$ cat config.mk
export PLATFORM = sky130hd
export DESIGN_NAME = ppu_top
export DESIGN_NICKNAME = d
export VERILOG_FILES = /design/src/design/ppu_ops_pkg.sv /design/src/design/posit_fmt_pkg.sv /design/src/design/pipeline.sv /design/src/design/posit_decode.sv /design/src/design/posit_encode.sv /design/src/design/ppu.sv /design/src/design/ppu_top.sv
export SDC_FILE = /design/constraint.sdc
export NUM_CORES = 1
export LEC_CHECK = 0
export BUFFER_PORTS_ARGS = -buffer_cell sky130_fd_sc_hd__buf_4
export CORE_MARGIN = 4
export CORE_UTILIZATION = 45
export DETAILED_ROUTE_END_ITERATION = 10
export PLACE_DENSITY_LB_ADDON = 0.05
export SYNTH_ARGS = -nofsm -noshare
export SYNTH_HDL_FRONTEND = slang
export SYNTH_SLANG_ARGS = --single-unit
export TNS_END_PERCENT = 30
$ cat constraint.sdc
create_clock -name clk_i -period 47.4 [get_ports clk_i]
set_input_delay 2.37 -clock clk_i [delete_from_list [all_inputs] [get_ports clk_i]]
set_output_delay 2.37 -clock clk_i [all_outputs]
set_load 0.03 [all_outputs]
$ cat src/design/ppu_ops_pkg.sv
// #########################################################################
// opcode definitions shared by the posit unit and its wrapper
// import into any module that decodes or forwards an operation
// #########################################################################

`default_nettype none

package ppu_ops_pkg;

  // opcode field width on the top level ports
  localparam int OP_BITS = 2;

  // supported operations
  // code 3 is reserved and always yields NaR
  typedef enum logic [OP_BITS-1:0] {
    ADD      = 2'd0,
    SUB      = 2'd1,
    MUL      = 2'd2,
    RESERVED = 2'd3
  } operation_e;

endpackage : ppu_ops_pkg

`default_nettype wire

$ cat src/design/posit_fmt_pkg.sv
// #########################################################################
// widths and types of the unpacked posit format used inside the unit
// decoder, core and encoder all exchange values in these types
// #########################################################################

`default_nettype none

package posit_fmt_pkg;

  // widest posit the internal types are sized for
  localparam int MAX_N = 16;

  // signed power-of-two scale
  // covers regime * 2^ES + exponent for ES <= 2, doubled for products
  localparam int SCALE_BITS = 8;

  typedef logic signed [SCALE_BITS-1:0] scale_t;

  // hidden one at the top bit, fraction left aligned below it
  typedef logic [MAX_N-1:0] sig_t;

  // computed significand, leading one on top
  // low bits keep the sticky information for rounding
  typedef logic [2*MAX_N-1:0] wide_sig_t;

endpackage : posit_fmt_pkg

`default_nettype wire

$ cat src/design/pipeline.sv
// #########################################################################
// generic register delay line, depth zero degenerates to a wire
// #########################################################################

`default_nettype none

module pipeline #(
  parameter int PIPE_DEPTH = 1,
  parameter int DATA_WIDTH = 8
) (
  input  logic                  clk_i,
  input  logic                  reset_i,
  input  logic [DATA_WIDTH-1:0] data_i,
  output logic [DATA_WIDTH-1:0] data_o
);

  generate
    if (PIPE_DEPTH == 0) begin : g_wire
      // no registers at all
      assign data_o = data_i;
    end else begin : g_regs
      logic [DATA_WIDTH-1:0] stage_q [PIPE_DEPTH];

      always_ff @(posedge clk_i) begin
        if (reset_i) begin
          for (int i = 0; i < PIPE_DEPTH; i++) begin
            stage_q[i] <= '0;
          end
        end else begin
          stage_q[0] <= data_i;
          // shift toward the output end
          for (int i = 1; i < PIPE_DEPTH; i++) begin
            stage_q[i] <= stage_q[i-1];
          end
        end
      end

      assign data_o = stage_q[PIPE_DEPTH-1];
    end
  endgenerate

endmodule : pipeline

`default_nettype wire

$ cat src/design/posit_decode.sv
// #########################################################################
// unpacks an N-bit posit into sign, scale and significand
// purely combinational, one instance per operand in the core
// #########################################################################

`default_nettype none

module posit_decode
  import posit_fmt_pkg::*;
#(
  parameter int N  = 16,
  parameter int ES = 1
) (
  input  logic [N-1:0] posit_i,
  output logic         sign_o,
  output scale_t       scale_o,
  output sig_t         sig_o,
  output logic         is_zero_o,
  output logic         is_nar_o
);

  localparam int RUN_W = $clog2(N) + 1;

  logic [N-1:0]     mag;
  logic [N-2:0]     body;
  logic [N-2:0]     rem;
  logic [N-2:0]     exp_field;
  logic [N-2:0]     frac_bits;
  logic             r0;
  logic             run_done;
  logic [RUN_W-1:0] run;
  logic [1:0]       exp_val;
  scale_t           k;

  // special patterns
  assign is_zero_o = (posit_i == '0);
  assign is_nar_o  = (posit_i == {1'b1, {(N-1){1'b0}}});
  assign sign_o    = posit_i[N-1];

  always_comb begin
    // negative posits are decoded from their two's complement
    mag  = posit_i[N-1] ? -posit_i : posit_i;
    body = mag[N-2:0];
    r0   = body[N-2];

    // regime run length, bits equal to the first one
    run      = '0;
    run_done = 1'b0;
    for (int i = N - 2; i >= 0; i--) begin
      if (!run_done && (body[i] == r0)) begin
        run = run + 1'b1;
      end else begin
        run_done = 1'b1;
      end
    end

    // run of ones gives k = run-1, run of zeros gives k = -run
    k = r0 ? (scale_t'(run) - scale_t'(1)) : -scale_t'(run);

    // drop regime and its terminating bit
    rem = body << (run + 1'b1);

    // exponent sits in the top ES bits, zero when cut off
    exp_field = rem >> (N - 1 - ES);
    exp_val   = exp_field[1:0];
    frac_bits = rem << ES;

    scale_o = (k <<< ES) + scale_t'(exp_val);

    // hidden one on top, fraction left aligned under it
    sig_o                   = '0;
    sig_o[MAX_N-1]          = 1'b1;
    sig_o[MAX_N-2 -: N - 1] = frac_bits;
  end

endmodule : posit_decode

`default_nettype wire

$ cat src/design/posit_encode.sv
// #########################################################################
// packs sign, scale and a wide significand into an N-bit posit
// rounds once to nearest even and saturates at minpos and maxpos
// #########################################################################

`default_nettype none

module posit_encode
  import posit_fmt_pkg::*;
#(
  parameter int N  = 16,
  parameter int ES = 1
) (
  input  logic         sign_i,
  input  scale_t       scale_i,
  input  wide_sig_t    sig_i,
  input  logic         is_zero_i,
  input  logic         is_nar_i,
  output logic [N-1:0] posit_o
);

  // terminator, two exponent slots, fraction below the leading one
  localparam int TAIL_W = 2 * MAX_N + 2;
  // room to slide the tail right by the longest regime run
  localparam int STR_W  = TAIL_W + N;

  scale_t             k;
  scale_t             run;
  logic               fill;
  logic [1:0]         exp_bits;
  logic [2*MAX_N:0]   exp_frac;
  logic [TAIL_W-1:0]  tail;
  logic [STR_W-1:0]   str_base;
  logic [STR_W-1:0]   str;
  logic [N-2:0]       body;
  logic [N-2:0]       body_rnd;
  logic               guard;
  logic               sticky;
  logic               round_up;
  logic [N-1:0]       mag;

  always_comb begin
    // regime value is the floor of scale / 2^ES
    k    = scale_i >>> ES;
    fill = ~k[SCALE_BITS-1];
    // run of k+1 ones for k >= 0, -k zeros otherwise
    run  = fill ? (k + scale_t'(1)) : -k;

    // low ES bits of the scale form the exponent
    exp_bits = scale_i[1:0] & 2'((1 << ES) - 1);
    // shift out the unused exponent slots
    exp_frac = {exp_bits, sig_i[2*MAX_N-2:0]} << (2 - ES);

    // terminator is the opposite of the run bit
    tail     = {~fill, exp_frac};
    str_base = {tail, {N{1'b0}}};

    // slide right by the run, filling with the run bit
    if (fill) begin
      str = ~((~str_base) >> run);
    end else begin
      str = str_base >> run;
    end

    // posit body, then guard and sticky below it
    body   = str[STR_W-1 -: N - 1];
    guard  = str[STR_W-N];
    sticky = |str[STR_W-N-1:0];

    // ties go to the even pattern
    round_up = guard & (sticky | body[0]);
    body_rnd = body + {{(N-2){1'b0}}, round_up};

    // out of range regimes clamp, nonzero never rounds to 0 or NaR
    if (k >= scale_t'(N - 2)) begin
      mag = {1'b0, {(N-1){1'b1}}};
    end else if (k < -scale_t'(N - 2)) begin
      mag = {{(N-1){1'b0}}, 1'b1};
    end else begin
      mag = {1'b0, body_rnd};
    end

    // specials override everything
    if (is_nar_i) begin
      posit_o = {1'b1, {(N-1){1'b0}}};
    end else if (is_zero_i) begin
      posit_o = '0;
    end else if (sign_i) begin
      posit_o = -mag;
    end else begin
      posit_o = mag;
    end
  end

endmodule : posit_encode

`default_nettype wire

$ cat src/design/ppu.sv
// #########################################################################
// posit arithmetic core for ADD, SUB and MUL
// stage 1 holds the unrounded result, stage 2 the encoded posit
// accepts one operation per cycle, result two cycles later
// #########################################################################

`default_nettype none

module ppu
  import ppu_ops_pkg::*;
  import posit_fmt_pkg::*;
#(
  parameter int N  = 16,
  parameter int ES = 1
) (
  input  logic         clk_i,
  input  logic         reset_i,
  input  logic         in_valid_i,
  input  logic [N-1:0] operand1_i,
  input  logic [N-1:0] operand2_i,
  input  operation_e   op_i,
  output logic [N-1:0] result_o,
  output logic         out_valid_o
);

  localparam int LZ_W = $clog2(2 * MAX_N) + 1;

  // decoded operands
  logic   sign_a, zero_a, nar_a;
  logic   sign_b, zero_b, nar_b;
  scale_t scale_a, scale_b;
  sig_t   sig_a, sig_b;

  // add path, x is the larger magnitude
  logic                  sign_b_eff;
  logic                  a_big;
  logic                  sign_x, sign_y;
  scale_t                scale_x, scale_y;
  logic [SCALE_BITS-1:0] diff;
  wide_sig_t             wx, wy, wy_sh, lost_mask, sum;
  logic                  sticky;
  logic [LZ_W-1:0]       lz;
  logic                  lz_found;
  wide_sig_t             add_sig;
  scale_t                add_scale;

  // mul path
  wide_sig_t prod;
  wide_sig_t mul_sig;
  scale_t    mul_scale;

  // selected unrounded result
  logic      res_sign, res_zero, res_nar;
  scale_t    res_scale;
  wide_sig_t res_sig;

  // stage 1
  logic      s1_valid, s1_sign, s1_zero, s1_nar;
  scale_t    s1_scale;
  wide_sig_t s1_sig;

  logic [N-1:0] enc_posit;

  posit_decode #(.N(N), .ES(ES)) dec_a (
    .posit_i   (operand1_i),
    .sign_o    (sign_a),
    .scale_o   (scale_a),
    .sig_o     (sig_a),
    .is_zero_o (zero_a),
    .is_nar_o  (nar_a)
  );

  posit_decode #(.N(N), .ES(ES)) dec_b (
    .posit_i   (operand2_i),
    .sign_o    (sign_b),
    .scale_o   (scale_b),
    .sig_o     (sig_b),
    .is_zero_o (zero_b),
    .is_nar_o  (nar_b)
  );

  always_comb begin
    // SUB is ADD with the second operand negated
    sign_b_eff = sign_b ^ (op_i == SUB);
    a_big      = (scale_a > scale_b) || ((scale_a == scale_b) && (sig_a >= sig_b));
    sign_x     = a_big ? sign_a : sign_b_eff;
    sign_y     = a_big ? sign_b_eff : sign_a;
    scale_x    = a_big ? scale_a : scale_b;
    scale_y    = a_big ? scale_b : scale_a;

    // one carry slot above the hidden bit
    wx = {1'b0, (a_big ? sig_a : sig_b), {(MAX_N-1){1'b0}}};
    wy = {1'b0, (a_big ? sig_b : sig_a), {(MAX_N-1){1'b0}}};

    // align y, bits shifted out collapse into a sticky lsb
    diff      = scale_x - scale_y;
    wy_sh     = wy >> diff;
    lost_mask = ~({(2*MAX_N){1'b1}} << diff);
    sticky    = |(wy & lost_mask);

    if (sign_x == sign_y) begin
      sum = wx + (wy_sh | sticky);
    end else begin
      sum = wx - (wy_sh | sticky);
    end

    // leading zero count for normalization
    lz       = '0;
    lz_found = 1'b0;
    for (int i = 2 * MAX_N - 1; i >= 0; i--) begin
      if (!lz_found) begin
        if (sum[i]) begin
          lz_found = 1'b1;
        end else begin
          lz = lz + 1'b1;
        end
      end
    end
    add_sig   = sum << lz;
    add_scale = scale_x + scale_t'(1) - scale_t'(lz);
  end

  always_comb begin
    // product of two [1,2) values lies in [1,4)
    prod = wide_sig_t'(sig_a) * wide_sig_t'(sig_b);
    if (prod[2*MAX_N-1]) begin
      mul_sig   = prod;
      mul_scale = scale_a + scale_b + scale_t'(1);
    end else begin
      mul_sig   = prod << 1;
      mul_scale = scale_a + scale_b;
    end
  end

  always_comb begin
    res_nar   = nar_a | nar_b | (op_i == RESERVED);
    res_zero  = 1'b0;
    res_sign  = sign_x;
    res_scale = add_scale;
    res_sig   = add_sig;
    case (op_i)
      MUL: begin
        res_zero  = zero_a | zero_b;
        res_sign  = sign_a ^ sign_b;
        res_scale = mul_scale;
        res_sig   = mul_sig;
      end
      default: begin
        // a zero operand passes the other one through exactly
        if (zero_a && zero_b) begin
          res_zero = 1'b1;
        end else if (zero_a) begin
          res_sign  = sign_b_eff;
          res_scale = scale_b;
          res_sig   = {sig_b, {MAX_N{1'b0}}};
        end else if (zero_b) begin
          res_sign  = sign_a;
          res_scale = scale_a;
          res_sig   = {sig_a, {MAX_N{1'b0}}};
        end else begin
          // exact cancellation, x - x
          res_zero = ~lz_found;
        end
      end
    endcase
  end

  // stage 1, unrounded result
  always_ff @(posedge clk_i) begin
    if (reset_i) begin
      s1_valid <= 1'b0;
    end else begin
      s1_valid <= in_valid_i;
    end
  end

  always_ff @(posedge clk_i) begin
    if (in_valid_i) begin
      s1_sign  <= res_sign;
      s1_scale <= res_scale;
      s1_sig   <= res_sig;
      s1_zero  <= res_zero;
      s1_nar   <= res_nar;
    end
  end

  posit_encode #(.N(N), .ES(ES)) enc (
    .sign_i    (s1_sign),
    .scale_i   (s1_scale),
    .sig_i     (s1_sig),
    .is_zero_i (s1_zero),
    .is_nar_i  (s1_nar),
    .posit_o   (enc_posit)
  );

  // stage 2, result only moves with a valid
  always_ff @(posedge clk_i) begin
    if (reset_i) begin
      out_valid_o <= 1'b0;
      result_o    <= '0;
    end else begin
      out_valid_o <= s1_valid;
      if (s1_valid) begin
        result_o <= enc_posit;
      end
    end
  end

endmodule : ppu

`default_nettype wire

$ cat src/design/ppu_top.sv
// #########################################################################
// top level of the posit unit, core wrapped in register stages
// one register in front when PIPE_DEPTH >= 1, the rest behind the core
// latency from in_valid_i to out_valid_o is PIPE_DEPTH + 2 cycles
// #########################################################################

`default_nettype none

module ppu_top
  import ppu_ops_pkg::*;
#(
  parameter int N          = 16,
  parameter int ES         = 1,
  parameter int PIPE_DEPTH = 2
) (
  input  logic               clk_i,
  input  logic               reset_i,
  input  logic               in_valid_i,
  input  logic [N-1:0]       operand1_i,
  input  logic [N-1:0]       operand2_i,
  input  logic [OP_BITS-1:0] op_i,
  output logic [N-1:0]       result_o,
  output logic               out_valid_o
);

  // split of the extra registers around the core
  localparam int PIPE_DEPTH_FRONT = (PIPE_DEPTH >= 1) ? 1 : 0;
  localparam int PIPE_DEPTH_BACK  = PIPE_DEPTH - PIPE_DEPTH_FRONT;

  localparam int IN_W  = 1 + OP_BITS + 2 * N;
  localparam int OUT_W = N + 1;

  // core side of the front stage
  logic               in_valid_st0;
  logic [OP_BITS-1:0] op_st0;
  logic [N-1:0]       operand1_st0;
  logic [N-1:0]       operand2_st0;

  // core outputs before the back stages
  logic [N-1:0] result_st0;
  logic         out_valid_st0;

  pipeline #(
    .PIPE_DEPTH (PIPE_DEPTH_FRONT),
    .DATA_WIDTH (IN_W)
  ) pipeline_in (
    .clk_i   (clk_i),
    .reset_i (reset_i),
    .data_i  ({in_valid_i, op_i, operand1_i, operand2_i}),
    .data_o  ({in_valid_st0, op_st0, operand1_st0, operand2_st0})
  );

  ppu #(
    .N  (N),
    .ES (ES)
  ) ppu_inst (
    .clk_i       (clk_i),
    .reset_i     (reset_i),
    .in_valid_i  (in_valid_st0),
    .operand1_i  (operand1_st0),
    .operand2_i  (operand2_st0),
    .op_i        (operation_e'(op_st0)),
    .result_o    (result_st0),
    .out_valid_o (out_valid_st0)
  );

  pipeline #(
    .PIPE_DEPTH (PIPE_DEPTH_BACK),
    .DATA_WIDTH (OUT_W)
  ) pipeline_out (
    .clk_i   (clk_i),
    .reset_i (reset_i),
    .data_i  ({result_st0, out_valid_st0}),
    .data_o  ({result_o, out_valid_o})
  );

endmodule : ppu_top

`default_nettype wire

Word-level counts from Yosys, hierarchy flattened
Memories as Yosys holds them, arrays and structs flattened.
Index checks and enable logic that the tools add are counted.
{ "word_totals": {"regBits": 60, "ram_bits": 52, "inputBits": 37, "out_inout_bits": 17, "wordCells": 430, "mem_count": 2} }
{ "memory_table": {"columns": ["name", "depth", "word_bits", "read_ports", "rd_ports_with_merged_regs", "wr", "line", "text"], "rows": [
  ["pipeline_in.g_regs.stage_q", 1, 35, 1, 0, 1, "pipeline.sv:22", "logic [DATA_WIDTH-1:0] stage_q [PIPE_DEPTH];"],
  ["pipeline_out.g_regs.stage_q", 1, 17, 1, 0, 1, "pipeline.sv:22", null]
]} }
{ "classes": {"add_sub_neg": 78, "n_mul": 1, "n_lt_le_gt_ge": 4, "n_eq_ne": 35, "shift": 7, "muxes": 223, "n_bitwise": 13, "reduce_logical": 59} }
{ "ops": {"columns": ["operator", "count"], "rows": [
  ["$mux W6", 62],
  ["$add A6 B1 Y6 const B", 30],
  ["$mux W31", 5],
  ["$add A5 B1 Y5 const B", 26],
  ["$mux W5", 26],
  ["$mux W1", 105],
  ["$not A50 Y50", 2],
  ["$shr A50 B8 Y50", 2],
  ["$mux W15", 5],
  ["$mux W16", 4],
  ["$mux W8", 8],
  ["$mux W50", 1],
  ["$mux W35", 1],
  ["$reduce_or A35 Y1", 1],
  ["$reduce_or A34 Y1", 1],
  ["$add A31 B32 Y32", 1],
  ["$and A31 B32 Y32", 1],
  ["$eq A16 B16 Y1 const B", 2],
  ["$logic_not A16 Y1", 2],
  ["$mux W32", 1],
  ["$not A32 Y32", 1],
  ["$or A32 B1 Y32", 1],
  ["$reduce_or A32 Y1", 1],
  ["$shl A32 B6 Y31", 1],
  ["38 further kinds", 130]
]} }

Longest topological paths before layout
An unclocked memory read counts as a cell.
{ "depth": {"ltp_word": 156, "depth_mapped": 219, "ltp_nobuf": 214} }

By module
A second synthesis with hierarchy kept.
{ "unflattened": {"cells_unflattened": 4829, "area_unflattened_um2": 36236.0} }
{ "modules_own_cells": {"columns": ["mod", "instances", "cells_each", "area_per_inst_um2", "seq_area_each_um2"], "rows": [
  ["ppu", 1, 3243, 24415.9, 1651.6],
  ["posit_decode", 2, 424, 3119.2, 0.0],
  ["posit_encode", 1, 630, 4140.2, 0.0],
  ["pipeline (pipeline_in)", 1, 73, 965.9, 700.7],
  ["pipeline (pipeline_out)", 1, 35, 475.5, 340.3]
]} }

Worst setup path before layout
Ideal clock, no wire load.
{ "synth_path": {"path_kind": "flip-flop to flip-flop", "startpoint": "mem pipeline_in.g_regs.stage_q[0][0] (netlist name)", "endpoint": "reg ppu_inst.s1_scale[7] (data pin)", "setup_ns": 0.152, "arrival_time_ns": 37.831, "required_ns": 47.248, "slack_ns": 9.417, "stages_incl_launch_ff": 216, "n_path_buf": 9, "synth_period_minus_slack_ns": 37.983, "cell_sequence": "dfxtp_1 clkbuf_1 inv_1 ha_1 or3b_2 or4_1 a21boi_1 buf_2 nor3_1 a2bb2oi_1 inv_1 ha_1 nand2_1 nand2_1 ha_1 o21a_1 ha_1 a21oi_1 (+180 left out) xor2_1 and3_1 xor2_1 inv_2 clkbuf_1 clkbuf_1 ha_1 inv_1 fa_1 nor2b_1 o21ai_0 nand2b_1 a21o_1 a21oi_1 xnor3_1 nand2_1 o211ai_1 a31oi_1"} }
{ "synth_via": {"elab_chain_len": 156, "elab_cells_between_ends": 277, "cone_classes": "add/sub: 56; mul: 1; order compare: 2; eq/ne: 16; shift: 3; mux: 165; bitwise: 3; reduce/logical: 30; memory: 1"} }
{ "synth_lines": {"columns": ["item", "line", "text"], "rows": [
  ["start: declaration", "pipeline.sv:22", null],
  ["$mem_v2 Z1 W35 *", null, null],
  ["parallel branches: the longest is 154 deep, another holds $neg A15 Y15", null, null],
  ["$mux W8 *", "ppu.sv:141", "case (op_i)"],
  ["via ppu_inst.res_scale[7]", "ppu.sv:54", "scale_t res_scale;"],
  ["end signal: assignment", "ppu.sv:180", "s1_scale <= res_scale;"],
  ["end: declaration", "ppu.sv:59", "scale_t s1_scale;"]
]} }
Mark *: on every way through the listed nets, which the timed path passes.
A chain may end at the register's enable or synchronous reset.

Worst setup path after layout
Same ends and word-level chain as after synthesis.

==> impl_metrics.json <==
{
  "synth-simple-area-share_pct": 25.6,
  "hold_buffers": 0,
  "cts_root_buf": "clkbuf_16",
  "avgSynthCellArea_sq_um": 7.27,
  "status": "finished clean",
  "coreArea_sq_um": 73200,
  "synth_top_family_by_area": "simple AND/OR/NAND/NOR gates",
  "synth_cell_types": 132,
  "synth_fp_nets": 5036,
  "cp_max_fo": 43,
  "synth_compound_area_share_pct": 25.4,
  "synth_most_common_cell": "nand2_1",
  "arrival_ns": 43.77,
  "dr.pass1.iters": 6,
  "antenna_found_initial": 5,
  "post-cts-setup-buffers": 0,
  "yosys_register_bits": 112,
  "fin_crit_sh_pct": 91.9,
  "hpwl_um": 98700,
  "drt-total-wl_um": 123000,
  "clk_latency_ns": 0.38,
  "async_reset_ff_share_pct": 0,
  "crit_required_ns": 47.60,
  "vias": 34300,
  "start_kind": "register",
  "cts_buffers": 9,
  "fin_worst_skew_ns": 0.0291,
  "yosysWarnings": 0,
  "critPathKind": "reg -> reg",
  "grt.overflow.total": 0,
  "start_util_pct": 45.6,
  "rows": 99,
  "cts_sinks": 112,
  "synthCells": 4591,
  "drt-vias-per-instance": 6.26,
  "setup_viol": 0,
  "synthAdderAreaFrac_pct": 19.3,
  "r2r-end": "ppu_inst.s1_scale[7]",
  "drive_above_1_share_pct": 7.50,
  "max_freq_mhz": 23.0,
  "ys.flop_type": "dfxtp_1",
  "min_path_type": "reg -> reg",
  "critPathMaxStageDelay_ns": 0.74,
  "dp.cells": 5451,
  "final_nets": 4948,
  "slowest_stage": "a2111oi_1",
  "grt_max_degree": 56,
  "synth_top_cell_area_share_pct": 10.2,
  "rsz0062_at_grt": "no",
  "netlist_area_sq_um": 33400,
  "synth_xor_area_share_pct": 8.03,
  "ant_nets": 0,
  "h-tree-depth": 3,
  "synth_common_cells": "nand2_1, nor2_1, inv_1",
  "final_cells": 5469,
  "path_common_cell": "ha_1",
  "period_minus_slack_ns": 43.57,
  "post_cts_resize_count": 0,
  "grtUsageTotal_pct": 30.5,
  "fin_hold_ws_ns": 0.458,
  "path_depth": 199,
  "clk_pin_slew_ns": 0.10,
  "grt_pass1_wl_um": 192000,
  "gp_congestion": 1.00,
  "setup_tns_ns": 0,
  "rrSetupSlack_ns": 3.83,
  "seq_area_frac_synth_pct": 7.98,
  "die_height_um": 280,
  "startpoint": "pipeline_in.g_regs.stage_q[0][0]",
  "endpoint_kind": "register",
  "tightest_slew_ns": 1.31,
  "drt_iter0_drc": 3598,
  "hold_viol": 0,
  "maxSlewHeadroom_pct": 10.7,
  "critical_path_buf_inv_count": 16,
  "die-area_sq_um": 78600,
  "drc": 0,
  "die_w_um": 280,
  "synth.area.mux_share_pct": 6.69,
  "synth-edff-count": 42,
  "cts_tree": "done",
  "ys_top_cells_by_area": "fa_1, ha_1, nand2_1",
  "path_delay_family": "compound AO/OA/AOI/OAI gates",
  "wl_per_cell_um": 22.5,
  "yosys.area.top_type": "fa_1",
  "crit_end": "ppu_inst.s1_scale[7]",
  "max-cap-violations": 0,
  "area_growth_syn_to_layout_pct": 5.15,
  "grt_pass1_vias": 32400,
  "slew_viol_final": 0,
  "max-clock-path-buffers": 2,
  "rr_startpoint": "pipeline_in.g_regs.stage_q[0][0]",
  "port_buffers": 53,
  "ios": 54,
  "r2r_cells": 199
}
[flip-flops by register name (all words and copies together) (netlist names)]
signal,count
pipeline_out.g_regs.stage_q,17
ppu_inst.result_o,16
pipeline_in.g_regs.stage_q,35
ppu_inst.s1_valid,1
ppu_inst.s1_zero,1
ppu_inst.s1_scale,8
ppu_inst.s1_sig,31
ppu_inst.s1_sign,1
ppu_inst.out_valid_o,1
ppu_inst.s1_nar,1
[through the flow]
step	utilization [%]	area [sq um]	setup slack, ns
after floorplan	-	33400	9.42
after global placement	47.5	34800	5.11
after detailed placement	47.5	34800	4.18
after CTS	47.9	35100	3.94
after global routing	47.9	35100	0.303
final	47.9	35100	3.83
[metal layers]
layer / global-route usage (%) / part of all wire [%] / up-vias
met1: 43.5 / 46 / 16400
met5: 0 / 0.0098 / -
met2: 47.8 / 44 / 1246
met3: 5.56 / 7.6 / 212
li1: - / - / 16400
met4: 7.86 / 2.8 / 2
[layout by cell type (no fill, tap or decap), types with 44 or more instances in the layout]
cell type	count
a211oi_1	54
a21oi_1	307
and3_1	64
buf_4	138
dfxtp_1	69
fa_1	170
ha_1	238
inv_1	352
mux2_2	44
mux2i_1	152
nand2_1	519
nand2b_1	47
nand3_1	146
nand4_1	51
nor2_1	461
nor2b_1	85
nor3_1	101
o211ai_1	51
o21ai_0	222
o21bai_1	48
o22ai_1	49
or3_1	49
xnor2_1	170
xor2_1	55
[cell type report]
class | instances | area, sq um
Multi-Input combinational cell | 3869 | 28500
Fill cell | 7572 | 38100
Timing Repair Buffer | 138 | 1040
Clock buffer | 9 | 225
Antenna cell | 2 | 5.00
Sequential cell | 112 | 2660
Clock inverter | 7 | 91.3
Tap cell | 959 | 1200
Inverter | 373 | 1400
[logic make-up (layout without fill, tap and decap cells)]
| logic type | Yosys count | count (layout) |
|---|---|---|
| muxes | 206 | 206 |
| adders and majority gates | 413 | 413 |
| AOI/OAI and AO/OA | 1237 | 1237 |
| buffers and inverters | 610 | 527 |
| other | 0 | 2 |
| xor gates and xnor gates | 264 | 264 |
| DFF | 112 | 112 |
| and+or+nand+nor | 1749 | 1749 |
[how the worst min path moves through the flow]
stage	slack [ns]	depth (start not counted)	end	from
2_1_floorplan	0.41	1	pipeline_out.g_regs.stage_q[0][0]	ppu_inst.out_valid_o
4_1_cts	0.46	1	pipeline_out.g_regs.stage_q[0][0]	ppu_inst.out_valid_o
6_report	0.46	1	pipeline_out.g_regs.stage_q[0][0]	ppu_inst.out_valid_o
3_5_place_dp	0.45	1	pipeline_out.g_regs.stage_q[0][0]	ppu_inst.out_valid_o
3_3_place_gp	0.45	1	pipeline_out.g_regs.stage_q[0][0]	ppu_inst.out_valid_o
5_1_grt	0.47	1	pipeline_out.g_regs.stage_q[0][0]	ppu_inst.out_valid_o
Power is left out: the tool's default activity adds up to more than one toggle a clock period on the data nets, which glitch-free logic cannot reach.
